[config.mk]
export PLATFORM = sky130hd
export DESIGN_NAME = conbus
export DESIGN_NICKNAME = d
export VERILOG_FILES = /design/src/hw/conbus_pkg.sv /design/src/hw/conbus_arb.sv /design/src/hw/conbus.sv
export SDC_FILE = /design/constraint.sdc
export NUM_CORES = 1
export LEC_CHECK = 0
export BUFFER_PORTS_ARGS = -buffer_cell sky130_fd_sc_hd__clkbuf_2
export CORE_AREA = 2 2 200 202
export DETAILED_ROUTE_END_ITERATION = 16
export DIE_AREA = 0 0 202 204
export HOLD_SLACK_MARGIN = 0.12
export PLACE_DENSITY_LB_ADDON = 0.05
export SLEW_MARGIN = 20
export SYNTH_ARGS = -nofsm -noshare
export SYNTH_HDL_FRONTEND = slang
export SYNTH_SLANG_ARGS = --single-unit
[constraint.sdc]
create_clock -name sys_clk_i -period 1.9 [get_ports sys_clk_i]
set_input_delay 0.19 -clock sys_clk_i [delete_from_list [all_inputs] [get_ports sys_clk_i]]
set_output_delay 0.19 -clock sys_clk_i [all_outputs]
set_load 0.05 [all_outputs]
[src/hw/conbus_pkg.sv]
// conbus shared definitions
// wishbone bus widths and the slave address map used by all interconnect blocks

`default_nettype none

package conbus_pkg;

	// bus widths
	localparam int WB_ADR_W = 32;
	localparam int WB_DAT_W = 32;
	// one select bit per byte lane
	localparam int WB_SEL_W = WB_DAT_W / 8;

	// byte address on the bus
	typedef logic [WB_ADR_W-1:0] wb_adr_t;
	// read or write data word
	typedef logic [WB_DAT_W-1:0] wb_dat_t;
	// byte-lane select
	typedef logic [WB_SEL_W-1:0] wb_sel_t;

	// upper address bits that pick the slave
	localparam int SLAVE_ADDR_W = 4;
	// lowest bit of the slave field
	localparam int SLAVE_ADDR_LSB = WB_ADR_W - SLAVE_ADDR_W;

	// first address bit above the byte offset
	localparam int WB_WORD_LSB = $clog2(WB_SEL_W);

endpackage

`default_nettype wire

[src/hw/conbus_arb.sv]
// conbus round-robin arbiter
// grants the shared bus to one master and holds the grant for the whole
// cycle, then rotates priority starting after the previous owner

`default_nettype none
`timescale 1ns/1ps

module conbus_arb #(
	parameter int NUM_MASTERS = 3
) (
	input  logic                   sys_clk_i,
	input  logic                   rst_i,
	input  logic [NUM_MASTERS-1:0] req_i,
	output logic [NUM_MASTERS-1:0] gnt_o
);

	// owner index width, at least one bit
	localparam int IDX_W = (NUM_MASTERS > 1) ? $clog2(NUM_MASTERS) : 1;

	// current bus owner
	logic [IDX_W-1:0] owner_q;
	logic [IDX_W-1:0] owner_d;
	// registered one-hot grant
	logic [NUM_MASTERS-1:0] gnt_q;

	// next owner
	always_comb begin : next_owner
		int  cand;
		logic found;
		owner_d = owner_q;
		found = 1'b0;
		cand = 0;
		// owner keeps the bus while its cyc stays high
		if (!req_i[owner_q]) begin
			// rotating search, first requester after the owner wins
			for (int i = 1; i < NUM_MASTERS; i++) begin
				cand = int'(owner_q) + i;
				if (cand >= NUM_MASTERS)
					cand = cand - NUM_MASTERS;
				if (!found && req_i[cand]) begin
					owner_d = IDX_W'(cand);
					found = 1'b1;
				end
			end
		end
		// no requester found, grant stays parked
	end

	always_ff @(posedge sys_clk_i) begin
		if (rst_i) begin
			// master 0 owns the bus out of reset
			owner_q <= '0;
			gnt_q <= NUM_MASTERS'(1);
		end else begin
			owner_q <= owner_d;
			gnt_q <= NUM_MASTERS'(1) << owner_d;
		end
	end

	assign gnt_o = gnt_q;

	// exactly one master granted at all times
	a_gnt_onehot: assert property (
		@(posedge sys_clk_i) disable iff (rst_i)
		$onehot(gnt_o)
	);

	// no grant change while the owner still requests
	a_gnt_hold: assert property (
		@(posedge sys_clk_i) disable iff (rst_i)
		(|(gnt_o & req_i)) |=> $stable(gnt_o)
	);

endmodule

`default_nettype wire

[src/hw/conbus.sv]
// conbus wishbone shared-bus interconnect
// muxes the granted master onto one internal bus, decodes the upper
// address bits to a slave strobe and merges slave data and ack back

`default_nettype none
`timescale 1ns/1ps

module conbus import conbus_pkg::*; #(
	parameter int NUM_MASTERS = 3,
	parameter int NUM_SLAVES  = 4
) (
	input  logic                            sys_clk_i,
	input  logic                            rst_i,

	// master side, slot k per master
	input  logic [NUM_MASTERS*WB_ADR_W-1:0] m_adr_i,
	input  logic [NUM_MASTERS*WB_DAT_W-1:0] m_dat_i,
	input  logic [NUM_MASTERS*WB_SEL_W-1:0] m_sel_i,
	input  logic [NUM_MASTERS-1:0]          m_we_i,
	input  logic [NUM_MASTERS-1:0]          m_cyc_i,
	input  logic [NUM_MASTERS-1:0]          m_stb_i,
	output logic [NUM_MASTERS*WB_DAT_W-1:0] m_dat_o,
	output logic [NUM_MASTERS-1:0]          m_ack_o,

	// slave side, shared lines
	output wb_adr_t                         s_adr_o,
	output wb_dat_t                         s_dat_o,
	output wb_sel_t                         s_sel_o,
	output logic                            s_we_o,
	output logic                            s_cyc_o,
	// strobe only to the decoded slave
	output logic [NUM_SLAVES-1:0]           s_stb_o,
	input  logic [NUM_SLAVES*WB_DAT_W-1:0]  s_dat_i,
	input  logic [NUM_SLAVES-1:0]           s_ack_i
);

	// arbiter grant, one-hot
	logic [NUM_MASTERS-1:0] gnt;

	// internal shared bus, master to slave
	wb_adr_t bus_adr;
	wb_dat_t bus_dat;
	wb_sel_t bus_sel;
	logic    bus_we;
	logic    bus_cyc;
	logic    bus_stb;

	// internal shared bus, slave to master
	wb_dat_t bus_rdat;
	logic    bus_ack;

	// decoded slave, one-hot
	logic [NUM_SLAVES-1:0] slave_sel;

	// each master requests with its cyc
	conbus_arb #(
		.NUM_MASTERS(NUM_MASTERS)
	) conbus_arb0 (
		.sys_clk_i(sys_clk_i),
		.rst_i    (rst_i),
		.req_i    (m_cyc_i),
		.gnt_o    (gnt)
	);

	// and-or select of the granted master
	always_comb begin
		bus_adr = '0;
		bus_dat = '0;
		bus_sel = '0;
		bus_we  = 1'b0;
		bus_cyc = 1'b0;
		bus_stb = 1'b0;
		for (int k = 0; k < NUM_MASTERS; k++) begin
			bus_adr |= m_adr_i[k*WB_ADR_W +: WB_ADR_W] & {WB_ADR_W{gnt[k]}};
			bus_dat |= m_dat_i[k*WB_DAT_W +: WB_DAT_W] & {WB_DAT_W{gnt[k]}};
			bus_sel |= m_sel_i[k*WB_SEL_W +: WB_SEL_W] & {WB_SEL_W{gnt[k]}};
			bus_we  |= m_we_i[k] & gnt[k];
			bus_cyc |= m_cyc_i[k] & gnt[k];
			bus_stb |= m_stb_i[k] & gnt[k];
		end
	end

	// slave n sits at upper address field n
	always_comb begin
		for (int n = 0; n < NUM_SLAVES; n++)
			slave_sel[n] = (bus_adr[SLAVE_ADDR_LSB +: SLAVE_ADDR_W] == SLAVE_ADDR_W'(n));
	end

	// shared lines go to every slave
	assign s_adr_o = bus_adr;
	assign s_dat_o = bus_dat;
	assign s_sel_o = bus_sel;
	assign s_we_o  = bus_we;
	assign s_cyc_o = bus_cyc;
	// strobe gated by the decode
	assign s_stb_o = {NUM_SLAVES{bus_cyc & bus_stb}} & slave_sel;

	// idle slaves drive zero data, so plain or merge
	always_comb begin
		bus_rdat = '0;
		for (int n = 0; n < NUM_SLAVES; n++)
			bus_rdat |= s_dat_i[n*WB_DAT_W +: WB_DAT_W];
	end

	assign bus_ack = |s_ack_i;

	// data to all masters, ack only to the owner
	assign m_dat_o = {NUM_MASTERS{bus_rdat}};
	assign m_ack_o = {NUM_MASTERS{bus_ack}} & gnt;

	// decode must never let two slaves answer together
	a_ack_onehot0: assert property (
		@(posedge sys_clk_i) disable iff (rst_i)
		$onehot0(s_ack_i)
	);

endmodule

`default_nettype wire

==> After elaboration in Yosys (flattened, before gate mapping) <==
Index checks and enable logic that the tools add are counted.
{ "word_totals": {"in_bits": 347, "elab_cells": 72, "output_inout_bits": 173, "ff_bits": 5} }
{ "classes": {"n_eq_ne": 3, "shifts": 1, "mux": 17, "n_addsub": 4, "magnitude_cmp": 5, "bitwise_logic": 36, "reduce_logical": 4} }
{ "ops": {"columns": ["cell", "n"], "rows": [
  ["bitwise OR 32 bit", 7],
  ["bitwise AND 32 bit", 6],
  ["2-to-1 mux 32 bit", 4],
  ["greater-or-equal comparator 32 x 3 -> 1 bit (second input constant)", 2],
  ["< comparator 32 x 4 -> 1 bit (second input constant)", 2],
  ["subtractor 32 x 3 -> 32 bit (second input constant)", 2],
  ["bitwise AND 4 bit", 4],
  ["bitwise AND 1 bit", 10],
  ["== test 4 x 2 -> 1 bit (second input constant)", 2],
  ["bitwise OR 4 bit", 2],
  ["2-to-1 mux 1 bit", 7],
  ["binary-select mux 1 bit (select 2 bit)", 3],
  ["2-to-1 mux 2 bit", 3],
  ["bitwise OR 1 bit", 6],
  ["== test 4 x 1 -> 1 bit (second input constant)", 1],
  ["logical NOT 4 bit", 1],
  ["OR reduction 4 bit", 1],
  ["adder 2 x 1 -> 3 bit (second input constant)", 1],
  ["adder 2 x 2 -> 3 bit (second input constant)", 1],
  ["bitwise AND 3 bit", 1],
  ["< comparator 2 x 3 -> 1 bit (second input constant)", 1],
  ["left shift 1 x 2 -> 3 bit (first input constant)", 1],
  ["logical AND 1 bit", 1],
  ["logical NOT 1 bit", 1]
]} }

==> Longest topological paths before layout <==
Gate-level depths: netlist of the first run.
{ "depth": {"word_depth": 14, "ltp_mapped": 7, "ltp_nobuf": 7} }

==> Modules after synthesis <==
From an unflattened synthesis of the first run, not the netlist that was laid out.
{ "unflattened": {"cells_unflattened": 314, "hier_area_um2": 2225.9} }
{ "by_module_without_submodules": {"columns": ["module", "area_each_um2", "cells_each", "instances", "seq_area_each_um2"], "rows": [
  ["conbus", 1861.8, 270, 1, 0.0],
  ["conbus_arb", 364.1, 44, 1, 100.1]
]} }

==> Worst setup path after synthesis of the first run <==
OpenSTA, ideal clock, no wires.
{ "synth_timing": {"path_type": "register to output", "from": "register conbus_arb0.gnt_q[1], in the netlist conbus_arb0.gnt_o[1]", "to": "output s_stb_o[0]", "arrival_time_ns": 2.439, "path_buffers": 2, "stages_incl_launch_ff": 7, "t_required_ns": 1.710, "slack_ns": -0.729, "cell_sequence": "dfxtp_1 -> buf_2 -> clkbuf_1 -> nand2_1 -> nand2_1 -> nand3_1 -> nor3_1"} }
{ "synth_between": {"elab_chain_cells": 5, "word_cells_on_any_way": 12, "cone_classes": "bitwise: 11; reduce/logical: 1"} }
{ "synth_lines": {"columns": ["element", "line", "rtl"], "rows": [
  ["start: declaration", "conbus_arb.sv:24", "logic [NUM_MASTERS-1:0] gnt_q;"],
  ["start signal: assignment", "conbus_arb.sv:56", "gnt_q <= NUM_MASTERS'(1) << owner_d;"],
  ["bitwise AND 1 bit", "conbus.sv:78", "bus_cyc |= m_cyc_i[k] & gnt[k];"],
  ["bitwise OR 1 bit (2 in series)", "conbus.sv:78", null],
  ["net s_cyc_o", "conbus.sv:30", "output logic s_cyc_o,"],
  ["bitwise AND 1 bit", "conbus.sv:96", "assign s_stb_o = {NUM_SLAVES{bus_cyc & bus_stb}} & slave_sel;"],
  ["bitwise AND 4 bit", "conbus.sv:96", null],
  ["end: declaration", "conbus.sv:32", "output logic [NUM_SLAVES-1:0] s_stb_o,"]
]} }
The timed path passes the listed nets, and every way through them passes these cells.

==> Worst setup path after layout of the first run <==
{ "layout_timing": {"from": "register conbus_arb0.gnt_q[0], in the netlist conbus_arb0.gnt_o[0]", "to": "output s_dat_o[30]"} }
{ "layout_between": {"elab_chain_cells": 3} }
{ "layout_lines": {"columns": ["element", "line", "rtl"], "rows": [
  ["bitwise AND 32 bit", "conbus.sv:75", "bus_dat |= m_dat_i[k*WB_DAT_W +: WB_DAT_W] & {WB_DAT_W{gnt[k]}};"],
  ["bitwise OR 32 bit (2 in series)", "conbus.sv:75", null],
  ["end: declaration", "conbus.sv:27", "output wb_dat_t s_dat_o,"]
]} }
No other way between the ends.

==> results of run 1 <==
## flip-flops by register name, summed over array words and instances (netlist names)
signal               count
conbus_arb0.gnt_o        3
conbus_arb0.owner_q      2
## cells by family after synthesis
logic type	Yosys count	synth area share
AOI/OAI and AO/OA	85	0.358
adders and majority gates	2	0.0113
buffers and inverters	159	0.381
DFF	5	0.0453
muxes	4	0.0198
and+or+nand+nor	64	0.185
## metal layers
| layer | part of all wire | vias to the layer above |
|---|---|---|
| li1 | - | 2143 |
| met1 | 0.35 | 2090 |
| met2 | 0.54 | 321 |
| met3 | 0.11 | 2 |
| met4 | 0.0012 | 0 |
| met5 | 0 | - |
## cells in the mapped netlist
master / number
inv_1: 71
a222oi_1: 67
buf_4: 64
or4_1: 32
clkbuf_1: 17
nand2_1: 8
nor2b_1: 6
dfxtp_1: 5
a22oi_1: 4
buf_1: 4
nor3_1: 4
o21ai_0: 4
a21oi_1: 3
buf_2: 3
mux2i_1: 3
nor2_1: 3
and2_1: 2
and2_2: 2
and3_1: 2
ha_1: 2
nand3_1: 2
a211oi_1: 1
a31o_1: 1
a32oi_1: 1
mux2i_2: 1
nand3b_1: 1
nor4_1: 1
o2111ai_1: 1
o21ai_1: 1
o31ai_1: 1
o32ai_1: 1
or2_0: 1
## critical path, stage by stage, from the launching register on
cell	delay [ps]
dfxtp_4	370
buf_6	130
buf_12	140
clkbuf_16	170
a222oi_1	370
inv_1	140
buf_12	170
## per-stage QoR
stage / cells / cell area [µm²] / setup WS, ps
after global routing: 1326 / 6160 / -64.4
after CTS: 1321 / 6000 / -48.4
final: 1326 / 6160 / -14.6
after floorplan: 319 / 2280 / -38.8
after global placement: 1303 / 5730 / -61.5
after detailed placement: 1303 / 5730 / -8.18
## placed cells by master, fill, tap and decap left out, drive strengths merged, types with 2 or more instances in the layout
cell | netlist | final
clkbuf | 17 | 472
buf | 71 | 97
inv | 71 | 70
a222oi | 67 | 67
or4 | 32 | 32
nand2 | 8 | 8
nor2b | 6 | 6
o21ai | 5 | 5
dfxtp | 5 | 5
nor3 | 4 | 4
a22oi | 4 | 4
mux2i | 4 | 4
and2 | 4 | 4
a21oi | 3 | 3
nor2 | 3 | 3
and3 | 2 | 2
nand3 | 2 | 2
ha | 2 | 2
## power by group
part	total [µW]	internal, µW	switching, µW
sequential	269	170	98.4
combinational	8130	3200	4930
clock	345	278	67.3
total	8740	3650	5090
## worst paths after layout
path                           from              endpoint  slack (ps)  cells past startpoint
max reg2reg  conbus_arb0.owner_q[1]  conbus_arb0.gnt_o[2]         130                      7
min                           rst_i  conbus_arb0.gnt_o[1]         190                      2
min reg2reg  conbus_arb0.owner_q[0]  conbus_arb0.gnt_o[1]         760                      3
max            conbus_arb0.gnt_o[0]           s_dat_o[30]         -10                      6
## area by class of cell
class,instances,area share
multi-input combinational,155,0.225
clock buffer,4,0.0128
tap,525,0.107
inverter,71,0.0438
sequential,5,0.0181
timing repair buffer,566,0.594
## what timing repair did
item                                    CTS  global route
cloned                                    1             3
setup buffers                            13             2
pin swaps                                 9            18
endpoints found under the setup margin   16            41
resized for setup                        16            42
hold buffers                              0             0
==> flow_metrics.py, run 1 <==
metrics = {
    "detailed_routing": {
        "wl_per_cell_um": 17.5,
        "drt-initial-drc-count": 307,
        "drtAntennaViolNets": 0,
        "vias": 4556,
        "drc": 0,
        "dr.pass1.iters": 5,
        "vias_per_cell": 3.44,
        "totalWireLength_um": 23200,
    },
    "grt": {
        "grt_first_pass_wirelength_um": 30800,
        "grt_util_all_layers": 0.0997,
        "antenna_found_initial": 0,
        "met2_usage": 0.199,
        "gr-usage-met3": 0.0344,
        "grt_pass1_vias": 4636,
        "overflow": 0,
        "met1_usage": 0.103,
        "grt_busiest_layer": "met2",
        "grt_max_degree": 34,
    },
    "sta": {
        "tightest_slew_ps": 496,
        "finalCritPeriodShare": 1.01,
        "finalWorstSetupSlack_ps": -14.6,
        "hold_viol": 0,
        "clock.fmax_mhz": 522,
        "slew_headroom": 0.669,
        "whs_ps": 190,
        "skew_ps": 0.255,
        "slew_viol_final": 0,
        "min_period_ps": 1910,
        "setup_violations": 2,
        "rsz0062_at_grt": "true",
        "finalSetupTns_ps": -15.8,
    },
    "place": {
        "place_hpwl_um": 20200,
        "port-buffer-count": 519,
        "place.gp.congestion": 0.732,
    },
    "final_layout": {
        "nFillCells": 4549,
        "area.sequential_um2": 111,
        "syn2layout_area_growth_pct": 179,
        "layout.nets": 1151,
        "multi_input_area_mm2": 0.00139,
        "drive_gt1_frac": 0.742,
        "postLayoutCoreUtil": 0.157,
        "antenna_cells": 0,
    },
    "cts": {
        "tritoncts": "done",
        "numClockSinks": 5,
        "clk-insertion-delay-late_ps": 230,
        "h-tree-depth": 1,
        "cts_inserted_buffers": 3,
        "clkTransAtPathRegs_ps": 30,
        "clockBufferDepth": 2,
        "root_buffer": "clkbuf_16",
    },
    "power": {
        "power_density_mw_per_mm2": 1420,
        "p_leak_uw": 0.00337,
        "finalPower_uw": 8740,
        "ir_drop_v": 0.000477,
    },
    "setup_path": {
        "critical_path_class": "register to primary output",
        "cp.arrival_ps": 1720,
        "cp_max_fo": 8,
        "endpoint_kind": "primary output",
        "start_kind": "register",
        "required_ps": 1710,
    },
    "yosys": {
        "synth_top_area_frac": 0.304,
        "synth_nets": 668,
        "yosysWarnings": 0,
        "avgSynthCellArea_um2": 6.93,
        "netlist_area_mm2": 0.00221,
        "synth_seq_cells": 5,
        "synth_area_leaders": "a222oi_1 30%, buf_4 22%, inv_1 12%",
        "synthDistinctLibCells": 32,
        "ys_seq_area_frac": 0.0453,
        "synthCells": 319,
        "yosys.area.top_type": "a222oi_1",
    },
    "floorplan": {
        "dieArea_mm2": 0.0412,
        "die_h_um": 204,
        "rows": 73,
        "ioPinCount": 520,
        "core_area_mm2": 0.0392,
        "die_x_um": 202,
        "initial_core_util": 0.0564,
    },
    "status": {
        "status": "complete, but fails checks",
        "violations": "negative setup slack",
    },
    "run": {
        "cap_violations": 0,
    },
    "worst_hold_path": {
        "hp-class": "primary input to register",
    },
}
No activity file was read; power rests on OpenSTA's default activity.
==> inputs of run 2 (changes only) <==
==> constraint.sdc (replaced) <==
create_clock -name sys_clk_i -period 1.9 [get_ports sys_clk_i]
set_input_delay 0.19 -clock sys_clk_i [delete_from_list [all_inputs] [get_ports sys_clk_i]]
set_output_delay 0.19 -clock sys_clk_i [all_outputs]
set_load 0.1 [all_outputs]
==> flow_metrics.py, run 2 (synthesis gave the netlist of run 1 again) <==
metrics = {
    "status": {
        "status": "completed",
    },
    "sta": {
        "min_period_ps": 1850,
        "finalCritPeriodShare": 0.972,
        "hold_viol": 0,
        "slew_headroom": 0.614,
        "clock.fmax_mhz": 541,
        "slew_viol_final": 0,
        "skew_ps": 0.834,
        "finalSetupTns_ps": 0,
        "rsz0062_at_grt": "true",
        "setup_violations": 0,
        "tightest_slew_ps": 581,
        "finalWorstSetupSlack_ps": 52.9,
    },
    "setup_path": {
        "start_kind": "register",
        "cp.arrival_ps": 1660,
        "required_ps": 1710,
        "r2r_slack_ps": 100,
        "critical_path_class": "register to primary output",
        "cp_max_fo": 9,
        "endpoint_kind": "primary output",
    },
    "cts": {
        "clk-insertion-delay-late_ps": 230,
        "clockBufferDepth": 2,
        "cts_inserted_buffers": 3,
        "h-tree-depth": 1,
        "tritoncts": "done",
        "numClockSinks": 5,
        "holdBufCountCts": 0,
        "clkTransAtPathRegs_ps": 30,
        "root_buffer": "clkbuf_16",
    },
    "detailed_routing": {
        "vias_per_cell": 3.39,
        "wl_per_cell_um": 17.1,
        "drc": 0,
        "drtAntennaViolNets": 0,
        "vias": 4415,
        "totalWireLength_um": 22200,
        "drt-initial-drc-count": 266,
        "dr.pass1.iters": 7,
    },
    "floorplan": {
        "dieArea_mm2": 0.0412,
        "core_area_mm2": 0.0392,
        "die_h_um": 204,
        "rows": 73,
        "initial_core_util": 0.0564,
        "die_x_um": 202,
        "ioPinCount": 520,
    },
    "grt": {
        "grt_pass1_vias": 4468,
        "antenna_found_initial": 1,
        "grt_util_all_layers": 0.0984,
        "overflow": 0,
        "grt_max_degree": 38,
        "grt_first_pass_wirelength_um": 30400,
    },
    "power": {
        "power_frac_seq": 0.023,
        "pwr-share-comb": 0.950,
        "power.internal_uw": 4500,
        "p_clk_frac": 0.027,
        "ir_drop_v": 0.000712,
        "finalPower_uw": 12600,
        "netSwitchingPower_uw": 8060,
        "p_sw_frac": 0.642,
        "power_density_mw_per_mm2": 1920,
        "p_leak_uw": 0.00342,
    },
    "final_layout": {
        "nFillCells": 4528,
        "postLayoutCoreUtil": 0.167,
        "drive_gt1_frac": 0.735,
        "layout_commonest_cell": "clkbuf_2",
        "mostFrequentLayoutCells": "442 x clkbuf_2, 81 x buf_12, 69 x inv_1",
        "layout.nets": 1124,
        "syn2layout_area_growth_pct": 196,
        "largest_reg_flops": 3,
    },
    "run": {
        "cap_violations": 0,
    },
    "worst_hold_path": {
        "hp-class": "primary input to register",
    },
    "place": {
        "place.gp.congestion": 0.752,
        "port-buffer-count": 519,
        "place_hpwl_um": 19800,
        "pre_cts_ws_ps": 91.6,
    },
}
run 2: critical path, cell delays in order (launching register included):
cell and delay, ps:
dfxtp_4 380, a222oi_1 350, buf_4 190, nand3_4 120, nor3_4 190, buf_12 200
run 2: power by group through the flow:
stage | clock, µW | combinational [µW] | sequential (µW)
final | 344 | 11900 | 284
after floorplan | 0 | 7410 | 188
after global routing | 357 | 12400 | 303
after detailed placement | 0 | 11800 | 278
after global placement | 0 | 11900 | 278
after CTS | 350 | 12000 | 294
run 2: final cells by class:
type | count | area [µm²] | area share
Timing Repair Buffer | 539 | 3990 | 0.610
Multi-Input combinational cell | 155 | 1430 | 0.218
Tap cell | 525 | 657 | 0.100
Inverter | 71 | 274 | 0.0419
Sequential cell | 5 | 110 | 0.0168
Clock buffer | 4 | 78.8 | 0.0121
Antenna cell | 2 | 5.00 | 0.000765
run 2: metrics by stage:
step	std cells	hold WS, ps	area, µm²
after floorplan	319	259	2360
after global placement	1290	445	6340
after detailed placement	1290	437	6340
after CTS	1298	202	6490
after global routing	1300	227	6540
final	1301	193	6540
run 2: path summary, 6_finish.rpt:
kind                                             start                      to  cells after the start
worst max register to register  conbus_arb0.owner_q[0]    conbus_arb0.gnt_o[0]                      7
worst min register to register  conbus_arb0.owner_q[1]  conbus_arb0.owner_q[1]                      2
worst min-delay path                             rst_i    conbus_arb0.gnt_o[1]                      2
worst max-delay path              conbus_arb0.gnt_o[2]              s_stb_o[1]                      5
run 2: metal layers:
layer	vias to the layer above	wire length, µm	GRT usage
met5	-	0	0
met4	0	8	0.00657
met3	2	2490	0.0386
met2	305	12100	0.190
met1	2016	7600	0.104
li1	2092	-	-
run 2: what timing repair did:
| action | in CTS | in global routing |
|---|---|---|
| buffers inserted | 3 | 1 |
| setup endpoints to repair | 6 | 16 |
| hold endpoints to repair | 0 | 0 |
| pin swaps | 4 | 6 |
| gates resized for setup | 2 | 9 |
| gates cloned | 1 | 0 |
